**src/rp_pkg.sv**
```systemverilog
// slow-control core shared definitions
// bus request/response structs, sample types, region map, register offsets
package rp_pkg;

  ////////////////////////////////////////////////////////////
  // system bus region map
  ////////////////////////////////////////////////////////////
  localparam int unsigned NUM_REGIONS = 8;
  localparam int unsigned REGION_LSB  = 20;   // addr[22:20] picks the region
  localparam int unsigned REGION_BITS = 3;

  localparam int unsigned HK_REGION     = 0;
  localparam int unsigned ANALOG_REGION = 1;
  localparam int unsigned PWM_REGION    = 4;

  // regions with a slave behind them, the rest ack at once
  localparam logic [NUM_REGIONS-1:0] REGION_MASK =
    (1 << HK_REGION) | (1 << ANALOG_REGION) | (1 << PWM_REGION);

  localparam logic [31:0] HK_ID = 32'h5250_0100;  // "RP", rev 1.0

  // offsets below the region field
  localparam logic [REGION_LSB-1:0] HK_ID_OFS     = 20'h00;
  localparam logic [REGION_LSB-1:0] HK_LOOP_OFS   = 20'h04;
  localparam logic [REGION_LSB-1:0] HK_LED_OFS    = 20'h08;
  localparam logic [REGION_LSB-1:0] AN_DAC_A_OFS  = 20'h00;
  localparam logic [REGION_LSB-1:0] AN_DAC_B_OFS  = 20'h04;
  localparam logic [REGION_LSB-1:0] AN_ADC_A_OFS  = 20'h08;
  localparam logic [REGION_LSB-1:0] AN_ADC_B_OFS  = 20'h0C;
  localparam logic [REGION_LSB-1:0] PWM_CFG_OFS_A = 20'h00;
  localparam logic [REGION_LSB-1:0] PWM_CFG_OFS_B = 20'h04;
  localparam logic [REGION_LSB-1:0] PWM_CFG_OFS_C = 20'h08;
  localparam logic [REGION_LSB-1:0] PWM_CFG_OFS_D = 20'h0C;

  ////////////////////////////////////////////////////////////
  // slow PWM DAC
  ////////////////////////////////////////////////////////////
  localparam int unsigned NUM_PWM       = 4;
  localparam int unsigned PWM_STEPS     = 256;  // ticks per period
  localparam int unsigned PWM_SUBCYCLES = 16;   // periods per dither frame

  typedef logic [31:0] bus_addr_t;
  typedef logic [31:0] bus_data_t;
  typedef logic [13:0] raw_sample_t;  // neg-slope offset binary, pin format
  typedef logic [13:0] sample_t;      // two's complement
  typedef logic [23:0] pwm_cfg_t;     // [23:16] duty, [15:0] dither
  typedef logic [7:0]  led_t;

  typedef struct packed {
    bus_addr_t addr;
    bus_data_t wdata;
    logic      wen;   // one-cycle strobes
    logic      ren;
  } sys_req_t;

  typedef struct packed {
    bus_data_t rdata;
    logic      ack;
    logic      err;
  } sys_rsp_t;

endpackage

```
**src/analog_io.sv**
```systemverilog
`timescale 1ns/10ps
// analog I/O path
// pin registers for ADC and DAC codes, neg-slope offset binary to and
// from two's complement, digital loop from DAC levels back to samples
module analog_io (
  input  logic                adc_clk,
  input  logic                rst_n_i,
  input  rp_pkg::raw_sample_t adc_dat_a_i,
  input  rp_pkg::raw_sample_t adc_dat_b_i,
  input  logic                digital_loop_i,
  input  rp_pkg::sample_t     dac_lvl_a_i,
  input  rp_pkg::sample_t     dac_lvl_b_i,
  output rp_pkg::sample_t     adc_a_o,
  output rp_pkg::sample_t     adc_b_o,
  output rp_pkg::raw_sample_t dac_dat_a_o,
  output rp_pkg::raw_sample_t dac_dat_b_o
);

  rp_pkg::raw_sample_t adc_raw_a;  // ADC codes at the pin boundary
  rp_pkg::raw_sample_t adc_raw_b;

  // keep MSB, invert the rest
  // same mapping in both directions
  function automatic logic [$bits(rp_pkg::sample_t)-1:0] slope_conv(
    input logic [$bits(rp_pkg::sample_t)-1:0] code
  );
    return {code[$bits(code)-1], ~code[$bits(code)-2:0]};
  endfunction

  ////////////////////////////////////////////////////////////
  // ADC side
  ////////////////////////////////////////////////////////////
  always_ff @(posedge adc_clk)
  begin
    adc_raw_a <= adc_dat_a_i;
    adc_raw_b <= adc_dat_b_i;
  end

  // loop on: samples come straight from the DAC levels
  assign adc_a_o = digital_loop_i ? dac_lvl_a_i : slope_conv(adc_raw_a);
  assign adc_b_o = digital_loop_i ? dac_lvl_b_i : slope_conv(adc_raw_b);

  ////////////////////////////////////////////////////////////
  // DAC side
  ////////////////////////////////////////////////////////////
  always_ff @(posedge adc_clk)
  begin
    if (!rst_n_i)
    begin
      dac_dat_a_o <= slope_conv('0);  // level 0 -> 14'h1FFF on the pins
      dac_dat_b_o <= slope_conv('0);
    end
    else
    begin
      dac_dat_a_o <= slope_conv(dac_lvl_a_i);
      dac_dat_b_o <= slope_conv(dac_lvl_b_i);
    end
  end

endmodule

```
**src/analog_regs.sv**
```systemverilog
`timescale 1ns/10ps
// analog register slave
// DAC level registers plus readback of the converted ADC samples
module analog_regs (
  input  logic             adc_clk,
  input  logic             rst_n_i,
  input  rp_pkg::sys_req_t req_i,
  output rp_pkg::sys_rsp_t rsp_o,
  output rp_pkg::sample_t  dac_lvl_a_o,
  output rp_pkg::sample_t  dac_lvl_b_o,
  input  rp_pkg::sample_t  adc_a_i,
  input  rp_pkg::sample_t  adc_b_i
);

  logic [rp_pkg::REGION_LSB-1:0] ofs;
  logic                          wr_hit;  // writable offset
  logic                          rd_hit;  // readable offset
  rp_pkg::bus_data_t             rd_data;

  // sign-extend a sample to a bus word
  function automatic rp_pkg::bus_data_t sext(input rp_pkg::sample_t s);
    return {{($bits(rp_pkg::bus_data_t) - $bits(rp_pkg::sample_t)){s[$bits(s)-1]}}, s};
  endfunction

  assign ofs = req_i.addr[rp_pkg::REGION_LSB-1:0];

  always_comb
  begin
    wr_hit  = 1'b0;
    rd_hit  = 1'b1;
    rd_data = '0;
    case (ofs)
      rp_pkg::AN_DAC_A_OFS:
      begin
        wr_hit  = 1'b1;
        rd_data = sext(dac_lvl_a_o);
      end
      rp_pkg::AN_DAC_B_OFS:
      begin
        wr_hit  = 1'b1;
        rd_data = sext(dac_lvl_b_o);
      end
      rp_pkg::AN_ADC_A_OFS: rd_data = sext(adc_a_i);  // read only
      rp_pkg::AN_ADC_B_OFS: rd_data = sext(adc_b_i);
      default:              rd_hit  = 1'b0;
    endcase
  end

  ////////////////////////////////////////////////////////////
  // DAC levels, low 14 bits of the write word
  always_ff @(posedge adc_clk)
  begin
    if (!rst_n_i)
    begin
      dac_lvl_a_o <= '0;
      dac_lvl_b_o <= '0;
    end
    else if (req_i.wen)
    begin
      case (ofs)
        rp_pkg::AN_DAC_A_OFS: dac_lvl_a_o <= req_i.wdata[$bits(rp_pkg::sample_t)-1:0];
        rp_pkg::AN_DAC_B_OFS: dac_lvl_b_o <= req_i.wdata[$bits(rp_pkg::sample_t)-1:0];
        default: ;
      endcase
    end
  end

  // sample offsets are not writable -> err
  always_ff @(posedge adc_clk)
  begin
    if (!rst_n_i)
      rsp_o <= '0;
    else
    begin
      rsp_o.ack   <= req_i.wen | req_i.ren;
      rsp_o.err   <= (req_i.wen & ~wr_hit) | (req_i.ren & ~rd_hit);
      rsp_o.rdata <= (req_i.ren & rd_hit) ? rd_data : '0;
    end
  end

endmodule

```
**src/hk_regs.sv**
```systemverilog
`timescale 1ns/10ps
// housekeeping register slave
// read-only ID, digital-loop switch and LED register
module hk_regs (
  input  logic             adc_clk,
  input  logic             rst_n_i,
  input  rp_pkg::sys_req_t req_i,
  output rp_pkg::sys_rsp_t rsp_o,
  output logic             digital_loop_o,
  output rp_pkg::led_t     led_o
);

  logic [rp_pkg::REGION_LSB-1:0] ofs;  // offset inside the region
  logic                          hit;
  rp_pkg::bus_data_t             rd_data;

  assign ofs = req_i.addr[rp_pkg::REGION_LSB-1:0];

  // read mux and offset decode
  always_comb
  begin
    hit     = 1'b1;
    rd_data = '0;
    case (ofs)
      rp_pkg::HK_ID_OFS:   rd_data = rp_pkg::HK_ID;
      rp_pkg::HK_LOOP_OFS: rd_data = rp_pkg::bus_data_t'(digital_loop_o);
      rp_pkg::HK_LED_OFS:  rd_data = rp_pkg::bus_data_t'(led_o);
      default:             hit     = 1'b0;  // unmapped
    endcase
  end

  always_ff @(posedge adc_clk)
  begin
    if (!rst_n_i)
    begin
      digital_loop_o <= 1'b0;
      led_o          <= '0;
    end
    else if (req_i.wen)
    begin
      case (ofs)
        rp_pkg::HK_LOOP_OFS: digital_loop_o <= req_i.wdata[0];
        rp_pkg::HK_LED_OFS:  led_o <= req_i.wdata[$bits(rp_pkg::led_t)-1:0];
        default: ;  // ID write ignored
      endcase
    end
  end

  ////////////////////////////////////////////////////////////
  // response, one cycle after the strobe
  ////////////////////////////////////////////////////////////
  always_ff @(posedge adc_clk)
  begin
    if (!rst_n_i)
      rsp_o <= '0;
    else
    begin
      rsp_o.ack   <= req_i.wen | req_i.ren;
      rsp_o.err   <= (req_i.wen | req_i.ren) & ~hit;
      rsp_o.rdata <= (req_i.ren & hit) ? rd_data : '0;
    end
  end

  // master never reads and writes at once
  a_no_rw_overlap : assert property (
    @(posedge adc_clk) disable iff (!rst_n_i) !(req_i.wen && req_i.ren)
  );

endmodule

```
**src/pwm_cfg_regs.sv**
```systemverilog
`timescale 1ns/10ps
// PWM configuration register slave
// four 24-bit channel words, duty in [23:16] and dither in [15:0]
module pwm_cfg_regs (
  input  logic                                     adc_clk,
  input  logic                                     rst_n_i,
  input  rp_pkg::sys_req_t                         req_i,
  output rp_pkg::sys_rsp_t                         rsp_o,
  output rp_pkg::pwm_cfg_t [rp_pkg::NUM_PWM-1:0]   pwm_cfg_o
);

  logic [rp_pkg::REGION_LSB-1:0]      ofs;
  logic [$clog2(rp_pkg::NUM_PWM)-1:0] sel;  // channel addressed
  logic                               hit;

  assign ofs = req_i.addr[rp_pkg::REGION_LSB-1:0];

  // offset -> channel index
  always_comb
  begin
    hit = 1'b1;
    sel = 2'd0;
    case (ofs)
      rp_pkg::PWM_CFG_OFS_A: sel = 2'd0;
      rp_pkg::PWM_CFG_OFS_B: sel = 2'd1;
      rp_pkg::PWM_CFG_OFS_C: sel = 2'd2;
      rp_pkg::PWM_CFG_OFS_D: sel = 2'd3;
      default:               hit = 1'b0;
    endcase
  end

  ////////////////////////////////////////////////////////////
  // config storage
  always_ff @(posedge adc_clk)
  begin
    if (!rst_n_i)
      pwm_cfg_o <= '0;
    else if (req_i.wen && hit)
      pwm_cfg_o[sel] <= req_i.wdata[$bits(rp_pkg::pwm_cfg_t)-1:0];  // top byte dropped
  end

  // response
  always_ff @(posedge adc_clk)
  begin
    if (!rst_n_i)
      rsp_o <= '0;
    else
    begin
      rsp_o.ack   <= req_i.wen | req_i.ren;
      rsp_o.err   <= (req_i.wen | req_i.ren) & ~hit;
      rsp_o.rdata <= (req_i.ren & hit) ? rp_pkg::bus_data_t'(pwm_cfg_o[sel]) : '0;
    end
  end

endmodule

```
**src/pwm_channel.sv**
```systemverilog
`timescale 1ns/10ps
// dithered 8-bit PWM DAC channel
// 256-tick period, 16-period dither frame, config taken at frame start
module pwm_channel (
  input  logic             adc_clk,
  input  logic             rst_n_i,
  input  rp_pkg::pwm_cfg_t cfg_i,
  output logic             pwm_o
);

  logic [$clog2(rp_pkg::PWM_STEPS)-1:0]     tick;   // position in period
  logic [$clog2(rp_pkg::PWM_SUBCYCLES)-1:0] sub;    // period in frame
  rp_pkg::pwm_cfg_t                         cfg_q;  // latched config
  rp_pkg::pwm_cfg_t                         cfg_use;
  logic [$clog2(rp_pkg::PWM_STEPS)-1:0]     duty;
  logic                                     dither_bit;
  logic [$clog2(rp_pkg::PWM_STEPS):0]       level;  // duty + dither, up to 256
  logic                                     frame_start;

  assign frame_start = (tick == '0) && (sub == '0);

  // the first tick of a frame already runs on the new config
  assign cfg_use    = frame_start ? cfg_i : cfg_q;
  assign duty       = cfg_use[rp_pkg::PWM_SUBCYCLES +: $clog2(rp_pkg::PWM_STEPS)];
  assign dither_bit = cfg_use[sub];  // dither bit k in subcycle k
  assign level      = {1'b0, duty} + {{$clog2(rp_pkg::PWM_STEPS){1'b0}}, dither_bit};

  ////////////////////////////////////////////////////////////
  // counters, config latch, registered output
  ////////////////////////////////////////////////////////////
  always_ff @(posedge adc_clk)
  begin
    if (!rst_n_i)
    begin
      tick  <= '0;
      sub   <= '0;
      cfg_q <= '0;
      pwm_o <= 1'b0;
    end
    else
    begin
      tick <= tick + 1'b1;  // wraps every PWM_STEPS
      if (&tick)
        sub <= sub + 1'b1;  // next period of the frame
      if (frame_start)
        cfg_q <= cfg_i;
      pwm_o <= ({1'b0, tick} < level);  // high while tick below level
    end
  end

  // register writes land any time, the channel only picks them up per frame
  a_cfg_at_frame : assert property (
    @(posedge adc_clk) disable iff (!rst_n_i)
    (cfg_q != $past(cfg_q)) |-> $past(frame_start)
  );

endmodule

```
**src/rp_top.sv**
```systemverilog
`timescale 1ns/10ps
// slow-control and analog I/O core top level
// bus decoder, register slaves, analog pin path and four PWM channels
module rp_top (
  input  logic                        adc_clk,
  input  logic                        rst_n_i,
  input  rp_pkg::sys_req_t            sys_req_i,
  output rp_pkg::sys_rsp_t            sys_rsp_o,
  input  rp_pkg::raw_sample_t         adc_dat_a_i,
  input  rp_pkg::raw_sample_t         adc_dat_b_i,
  output rp_pkg::raw_sample_t         dac_dat_a_o,
  output rp_pkg::raw_sample_t         dac_dat_b_o,
  output logic [rp_pkg::NUM_PWM-1:0]  pwm_o,
  output rp_pkg::led_t                led_o
);

  rp_pkg::sys_req_t                       region_req [rp_pkg::NUM_REGIONS];
  rp_pkg::sys_rsp_t                       region_rsp [rp_pkg::NUM_REGIONS];
  logic                                   digital_loop;
  rp_pkg::sample_t                        dac_lvl_a;  // bus -> DAC path
  rp_pkg::sample_t                        dac_lvl_b;
  rp_pkg::sample_t                        adc_a;      // ADC path -> bus
  rp_pkg::sample_t                        adc_b;
  rp_pkg::pwm_cfg_t [rp_pkg::NUM_PWM-1:0] pwm_cfg;

  ////////////////////////////////////////////////////////////
  // system bus
  ////////////////////////////////////////////////////////////
  sys_bus_decoder i_sys_bus_decoder (
    .adc_clk   (adc_clk),
    .sys_req_i (sys_req_i),
    .sys_rsp_o (sys_rsp_o),
    .reg_req_o (region_req),
    .reg_rsp_i (region_rsp)
  );

  // empty regions, the decoder answers for them
  for (genvar r = 0; r < rp_pkg::NUM_REGIONS; r++)
  begin : g_empty
    if (!rp_pkg::REGION_MASK[r])
    begin : g_tie
      assign region_rsp[r] = '0;
    end
  end

  hk_regs i_hk_regs (
    .adc_clk        (adc_clk),
    .rst_n_i        (rst_n_i),
    .req_i          (region_req[rp_pkg::HK_REGION]),
    .rsp_o          (region_rsp[rp_pkg::HK_REGION]),
    .digital_loop_o (digital_loop),
    .led_o          (led_o)
  );

  analog_regs i_analog_regs (
    .adc_clk     (adc_clk),
    .rst_n_i     (rst_n_i),
    .req_i       (region_req[rp_pkg::ANALOG_REGION]),
    .rsp_o       (region_rsp[rp_pkg::ANALOG_REGION]),
    .dac_lvl_a_o (dac_lvl_a),
    .dac_lvl_b_o (dac_lvl_b),
    .adc_a_i     (adc_a),
    .adc_b_i     (adc_b)
  );

  pwm_cfg_regs i_pwm_cfg_regs (
    .adc_clk   (adc_clk),
    .rst_n_i   (rst_n_i),
    .req_i     (region_req[rp_pkg::PWM_REGION]),
    .rsp_o     (region_rsp[rp_pkg::PWM_REGION]),
    .pwm_cfg_o (pwm_cfg)
  );

  ////////////////////////////////////////////////////////////
  // analog pins and slow PWM DACs
  ////////////////////////////////////////////////////////////
  analog_io i_analog_io (
    .adc_clk        (adc_clk),
    .rst_n_i        (rst_n_i),
    .adc_dat_a_i    (adc_dat_a_i),
    .adc_dat_b_i    (adc_dat_b_i),
    .digital_loop_i (digital_loop),
    .dac_lvl_a_i    (dac_lvl_a),
    .dac_lvl_b_i    (dac_lvl_b),
    .adc_a_o        (adc_a),
    .adc_b_o        (adc_b),
    .dac_dat_a_o    (dac_dat_a_o),
    .dac_dat_b_o    (dac_dat_b_o)
  );

  for (genvar k = 0; k < rp_pkg::NUM_PWM; k++)
  begin : g_pwm
    pwm_channel i_pwm_channel (
      .adc_clk (adc_clk),
      .rst_n_i (rst_n_i),
      .cfg_i   (pwm_cfg[k]),
      .pwm_o   (pwm_o[k])  // straight to the pin
    );
  end

endmodule

```
**src/sys_bus_decoder.sv**
```systemverilog
`timescale 1ns/10ps
// system bus region decoder
// fans the request out to eight regions by addr[22:20] and muxes
// the selected response back, empty regions ack in the strobe cycle
module sys_bus_decoder (
  input  logic             adc_clk,
  input  rp_pkg::sys_req_t sys_req_i,
  output rp_pkg::sys_rsp_t sys_rsp_o,
  output rp_pkg::sys_req_t reg_req_o [rp_pkg::NUM_REGIONS],
  input  rp_pkg::sys_rsp_t reg_rsp_i [rp_pkg::NUM_REGIONS]
);

  logic [rp_pkg::REGION_BITS-1:0] region;     // region field of the address
  logic [rp_pkg::NUM_REGIONS-1:0] region_cs;  // one-hot select
  rp_pkg::sys_rsp_t               rsp_all [rp_pkg::NUM_REGIONS];

  assign region = sys_req_i.addr[rp_pkg::REGION_LSB +: rp_pkg::REGION_BITS];

  ////////////////////////////////////////////////////////////
  // per-region request gating and response source
  ////////////////////////////////////////////////////////////
  for (genvar r = 0; r < rp_pkg::NUM_REGIONS; r++)
  begin : g_region
    assign region_cs[r] = (region == r);

    // addr and wdata go to everyone, only strobes are gated
    assign reg_req_o[r] = '{
      addr:  sys_req_i.addr,
      wdata: sys_req_i.wdata,
      wen:   sys_req_i.wen & region_cs[r],
      ren:   sys_req_i.ren & region_cs[r]
    };

    if (rp_pkg::REGION_MASK[r])
    begin : g_slave
      assign rsp_all[r] = reg_rsp_i[r];
    end
    else
    begin : g_empty
      // no slave here, answer right away with zero data
      assign rsp_all[r] = '{
        rdata: '0,
        ack:   reg_req_o[r].wen | reg_req_o[r].ren,
        err:   1'b0
      };
    end
  end

  assign sys_rsp_o = rsp_all[region];  // address held until ack

  // a slave flagging err must ack in the same cycle
  a_err_with_ack : assert property (
    @(posedge adc_clk) sys_rsp_o.err |-> sys_rsp_o.ack
  );

endmodule

```
**config.mk**
```make
export PLATFORM = sky130hd
export DESIGN_NAME = rp_top
export DESIGN_NICKNAME = d
export VERILOG_FILES = /design/src/rp_pkg.sv /design/src/analog_io.sv /design/src/analog_regs.sv /design/src/hk_regs.sv /design/src/pwm_cfg_regs.sv /design/src/pwm_channel.sv /design/src/rp_top.sv /design/src/sys_bus_decoder.sv
export SDC_FILE = /design/constraint.sdc
export NUM_CORES = 1
export LEC_CHECK = 0
export BUFFER_PORTS_ARGS = -buffer_cell sky130_fd_sc_hd__buf_4
export CELL_PAD_IN_SITES_DETAIL_PLACEMENT = 1
export CELL_PAD_IN_SITES_GLOBAL_PLACEMENT = 2
export CORE_UTILIZATION = 40
export CTS_CLUSTER_DIAMETER = 200
export DETAILED_ROUTE_END_ITERATION = 10
export PLACE_DENSITY = 0.92
export SLEW_MARGIN = 10
export SYNTH_ARGS = -nofsm -noshare
export SYNTH_HDL_FRONTEND = slang
export SYNTH_SLANG_ARGS = --single-unit
```
**constraint.sdc**
```tcl
create_clock -name adc_clk -period 10.9 [get_ports adc_clk]
set_clock_uncertainty 0.15 [all_clocks]
set_input_delay 2.18 -clock adc_clk [delete_from_list [all_inputs] [get_ports adc_clk]]
set_output_delay 2.18 -clock adc_clk [all_outputs]
set_load 0.05 [all_outputs]
```
Word-level counts from Yosys, hierarchy flattened
Index checks and enable logic that the tools add are counted.
{"block": "classes", "n_bitwise": 40, "mux": 28, "n_eq_ne": 10, "reduce_logical": 30, "add_sub_neg": 12, "order_cmp": 11}
{"operator": "24-bit 2-to-1 mux", "n": 6}
{"operator": "32-bit one-hot mux with 4 select lines", "n": 1}
{"operator": "34-bit binary-select mux with 3-bit select", "n": 1}
{"operator": "96-bit bitwise mux", "n": 1}
{"operator": "31-bit one-hot mux with 3 select lines", "n": 1}
{"operator": "34-bit 2-to-1 mux", "n": 2}
{"operator": "13-bit NOT", "n": 4}
{"operator": "24-bit binary-select mux with 2-bit select", "n": 1}
{"operator": "24-bit demux with 2-bit select", "n": 1}
{"operator": "20-bit by 4-bit == test with 1-bit output, second input constant", "n": 2}
{"operator": "8-bit by 1-bit adder with 9-bit output", "n": 4}
{"operator": "8-bit by 9-bit less-than comparator with 1-bit output", "n": 4}
{"operator": "8-bit by 1-bit adder with 8-bit output, second input constant", "n": 4}
{"operator": "8-bit zero test", "n": 4}
{"operator": "8-bit AND reduction", "n": 4}
{"operator": "14-bit 2-to-1 mux", "n": 2}
{"operator": "4-bit by 6-bit less-than comparator with 1-bit output, second input constant", "n": 4}
{"operator": "1-bit bitwise AND", "n": 23}
{"operator": "20-bit by 3-bit == test with 1-bit output, second input constant", "n": 1}
{"operator": "20-bit zero test", "n": 1}
{"operator": "4-bit by 1-bit adder with 4-bit output, second input constant", "n": 4}
{"operator": "1-bit binary-select mux with 4-bit select", "n": 4}
{"operator": "4-bit zero test", "n": 4}
{"operator": "2-bit AND reduction", "n": 7}
{"operator": "other kinds (16)", "n": 41}
{"block": "totals", "reg_bits": 439, "inputBits": 96, "elab_cells": 169, "output_inout_bits": 74}

Logic depth before layout (Yosys ltp)
{"block": "logic_depth", "word_depth": 7, "depth_mapped": 21, "ltp_nobuf": 18}

Cells and area by module
A second synthesis with hierarchy kept.
{"block": "unflattened", "cells_unflattened": 2764, "hier_area_um2": 23458.7}
{"mod": "pwm_channel at g_pwm[0].i_pwm_channel ...", "area_each_um2": 1981.9, "cells_per_inst": 240, "seq_area_each_um2": 740.7, "instances": 3}
{"mod": "pwm_cfg_regs", "area_each_um2": 5569.1, "cells_per_inst": 657, "seq_area_each_um2": 2442.3, "instances": 1}
{"mod": "sys_bus_decoder", "area_each_um2": 5139.9, "cells_per_inst": 692, "seq_area_each_um2": 0.0, "instances": 1}
{"mod": "analog_regs", "area_each_um2": 2189.6, "cells_per_inst": 212, "seq_area_each_um2": 880.8, "instances": 1}
{"mod": "pwm_channel at g_pwm[3].i_pwm_channel", "area_each_um2": 1999.4, "cells_per_inst": 237, "seq_area_each_um2": 740.7, "instances": 1}
{"mod": "analog_io", "area_each_um2": 1669.1, "cells_per_inst": 145, "seq_area_each_um2": 1121.1, "instances": 1}
{"mod": "hk_regs", "area_each_um2": 942.2, "cells_per_inst": 100, "seq_area_each_um2": 400.4, "instances": 1}
{"mod": "rp_top", "area_each_um2": 3.8, "cells_per_inst": 1, "seq_area_each_um2": 0.0, "instances": 1}

Least setup slack after synthesis
No wires, ideal clock.
{"block": "synth_path", "path_type": "in2out", "start": "input port sys_req_i[56] (netlist name)", "end": "output port sys_rsp_o[15] (netlist name)", "t_required_ns": 8.570, "path_stages": 5, "path_slack_ns": 4.468, "arrival_ns": 4.102, "path_buffers": 2, "path_cell_list": "buf_2 > nor3b_2 > and2_1 > clkbuf_1 > a21o_1"}
{"item": "start, declared", "line_no": "rp_top.sv:7", "rtl": "input rp_pkg::sys_req_t sys_req_i,"}
{"item": "end, declared", "line_no": "rp_top.sv:8", "rtl": "output rp_pkg::sys_rsp_t sys_rsp_o,"}

==> run summary <==
Reg-to-reg endpoint = g_pwm[3].i_pwm_channel.pwm_o
Top FF cell, synth = dfxtp_1
Final hold violation count = 0
Min Clock Period, post-route = 6.79 ns
Fmax = 147 MHz
DRT iter0 DRCs = 660
Detail Placement HPWL = 34.0 mm
Synth top area cells = dfxtp_1 46%, mux2i_1 12%, nor2_1 6.6%
Row count = 74
Initial Util = 40.9%
Psw = 0.737 mW
Top cell by count, worst path = buf_4
Simple-Gate Fraction of Synth Area = 17.7%
Syn Inst Count = 1826
DR vias = 13400
Die area = 43000 sq um
DIE WIDTH = 207 um
Layout cells sized above 1 = 15.2%
CORE AREA = 41200 sq um
Commonest non-fill, non-tap cells in the layout = 390 x dfxtp_1, 295 x nor2_1, 232 x nand2_1
Area Growth Syn to Fin = 16.3%
Worst skew pair latency = 0.58 ns
Die H = 207 um
Max_cap viols = 0
Wire per inst = 20.0 um
Final setup violating endpoints = 0
CP Cell Sequence = buf_4 -> nor3b_2 -> and2_1 -> a21oi_1 -> inv_1 -> buf_4
Net Sw Frac = 23.7%
RSZ-0062 raised after global routing = no
Met2 usage = 39.3%
Vias in the first global route = 14100
Fin Setup TNS = 0 ns
GRT overflow = 0
Fraction of synthesized area in multiplexers = 16.1%
Worst-path clk slew = 0.06 ns
First-pass GRT wire length = 79.0 mm
Cell Area, Synth = 16900 sq um
Cts bufs inserted = 43
Delay of the slowest critical-path stage = 0.70 ns
PortBufs = 152
GR Util met3 = 3.48%
Clock power share = 47.7%
Register bit total from synthesis = 390
Yosys warnings = 0
Logic gate share of total power = 5.9%
Slew HR = 24.1%
Reg power frac = 46.4%
Worst setup SP type = input port
CTS tree = done
Leak = 8.17 nW
Post-Syn Nets = 1974
Drt pass-1 iters = 7
Gr usage total = 23.0%
Diodes inserted = 0
Outcome = complete, no violations
WP data required = 8.57 ns
Slew @ Worst Pin = 1.14 ns
Pwr/cell area = 159 nW/um^2
Worst-path fanout max = 17
PostCTS Resize Cnt = 0
Initial antenna violation count = 0
Met1 Use GR = 29.6%
P_int = 2.38 mW
Routed vias/inst = 5.41
Beginning of the worst hold path = i_analog_regs.dac_lvl_a_o[5]
Synth Area in Compound Gates = 8.73%
Clock tree buffer depth = 3
Clock Sinks = 390
Ports = 170
Xor/xnor share of the synthesized area = 3.01%
H-Tree Depth = 2
Mapped Avg Cell Area = 9.23 sq um
Post-synth EDFFs = 0
Async set-reset flop share out of synthesis = 0%
Period utilisation layout = 62.3%
HP Class = flop to flop
Reg2Reg Setup Slack = 5.61 ns
CTS root buffer = clkbuf_16
Yosys cell types = 57
Crit path DAT = 4.46 ns
Hold path depth = 1
Fin nets = 2053
CP Capture Type = output pin
Seq/Total Area, Yosys = 46.3%
Final Max Tran Viols = 0
Final GP Congestion = 0.805
Crit Path Category = input port to output pin
# hold bufs at CTS = 0
Commonest non-fill, non-tap cell in the layout = dfxtp_1
Pin count of the biggest net entering global routing = 149
Main combinational cell family by area after synthesis = simple AND/OR/NAND/NOR gates
Worst Hold End = i_analog_io.dac_dat_a_o[5]
Setup repair bufs after CTS = 0
Worst VDD drop = 0.106 mV
Worst R2R Path Depth = 17
Synth top area share = 46.3%
Residual DRC = 0
Adder-cell share of the synthesized area = 3.86%
Post-route ant nets = 0
Storage cell area = 7810 sq um
Multi-input gate area in the final layout = 8340 sq um
Most Used Layer, Global Route = met2
Critical-path top delay cell = and2_1
Post-synth top area cell = dfxtp_1
Design Area, Final = 19600 sq um
Total Routed Length = 49.5 mm
Power consumption = 3.11 mW
Post-Place Cell Area = 18200 sq um
Number of fillers in the final layout = 4661
RR Startpoint = g_pwm[3].i_pwm_channel.sub[0]
Final core occ = 47.6%
state kept, by name (all words and copies together), names as in the netlist:
register	flops
i_analog_regs.dac_lvl_a_o	14
g_pwm.i_pwm_channel.pwm_o	4
i_hk_regs.led_o	8
i_pwm_cfg_regs.pwm_cfg_o	96
i_analog_io.dac_dat_a_o	14
i_analog_io.dac_dat_b_o	14
i_pwm_cfg_regs.rsp_o	26
i_analog_regs.dac_lvl_b_o	14
g_pwm.i_pwm_channel.tick	32
i_analog_io.adc_raw_a	14
g_pwm.i_pwm_channel.cfg_q	96
i_analog_regs.rsp_o	16
i_hk_regs.digital_loop_o	1
i_hk_regs.rsp_o	11
g_pwm.i_pwm_channel.sub	16
i_analog_io.adc_raw_b	14
synth_stat cells, types with 6 or more instances:
cell type  number
o21ai_1        16
nor2_1        295
nand3_1        51
nor2b_1         6
clkbuf_1       68
mux4_2         12
buf_2          39
nor4_1          7
nand2_1       232
ha_1           52
nor3_1          7
buf_1           6
nand4_1        13
a21oi_1       116
dfxtp_1       390
xor2_1         25
a21o_1          9
buf_4          14
inv_1          25
and2_1         23
and3_1         13
a222oi_1       11
a31oi_1         9
xnor2_1        33
a211oi_1        7
mux2i_1       210
o21ai_0         9
o2111ai_1       6
mux2_2         27
a22oi_1        29
logic make-up after synthesis:
group                    count (synthesis)
AO/OA/AOI/OAI                          237
XOR/XNOR                                58
adder cells (fa/ha/maj)                 52
buffers and inverters                  157
flip-flops                             390
multiplexers                           253
AND/OR/NAND/NOR                        679
routing by layer:
metal / vias up / share of wire, %
met3: 83 / 3.6
met5: - / 0
met1: 6656 / 46
met4: 0 / 2.9
li1: 6406 / -
met2: 234 / 48
metrics by stage:
step	std cells	hold WS (ns)	setup WS, ns
floorplan	1826	0.220	4.47
global placement	2392	0.231	4.26
detailed placement	2392	0.235	4.13
CTS	2471	0.252	4.13
global route	2471	0.266	4.00
finish	2471	0.248	4.11
power groups by stage:
stage | combinational, mW | sequential (mW) | clock (mW)
finish | 0.183 | 1.44 | 1.49
detailed placement | 0.183 | 1.48 | 0
global placement | 0.178 | 1.48 | 0
CTS | 0.184 | 1.44 | 1.51
global route | 0.196 | 1.44 | 1.57
floorplan | 0.120 | 1.47 | 0
worst max-delay path by stage:
stage / start / to / slack (ns) / cells past startpoint
after floorplan: sys_req_i[56] / sys_rsp_o[15] / 4.47 / 5
final: sys_req_i[54] / sys_rsp_o[30] / 4.11 / 6
after detailed placement: sys_req_i[54] / sys_rsp_o[30] / 4.13 / 6
after global placement: sys_req_i[54] / sys_rsp_o[32] / 4.26 / 6
after CTS: sys_req_i[54] / sys_rsp_o[30] / 4.13 / 6
after global routing: sys_req_i[54] / sys_rsp_o[32] / 4.00 / 6
layout make-up:
class                      count  share of cell area [%]
timing repair buffer         165                    6.32
multi-input combinational   1279                    42.5
tap                          532                    3.40
clock buffer                  64                    6.66
inverter                      26                   0.536
clock inverter                15                   0.753
sequential                   390                    39.8
worst max-delay path: cells and delay by family:
family,cells,cell delay [ns]
AOI/OAI and AO/OA,1,0.33
buffers and inverters,3,0.58
and+or+nand+nor,2,1.35
Power figures use the tool's default switching activity.
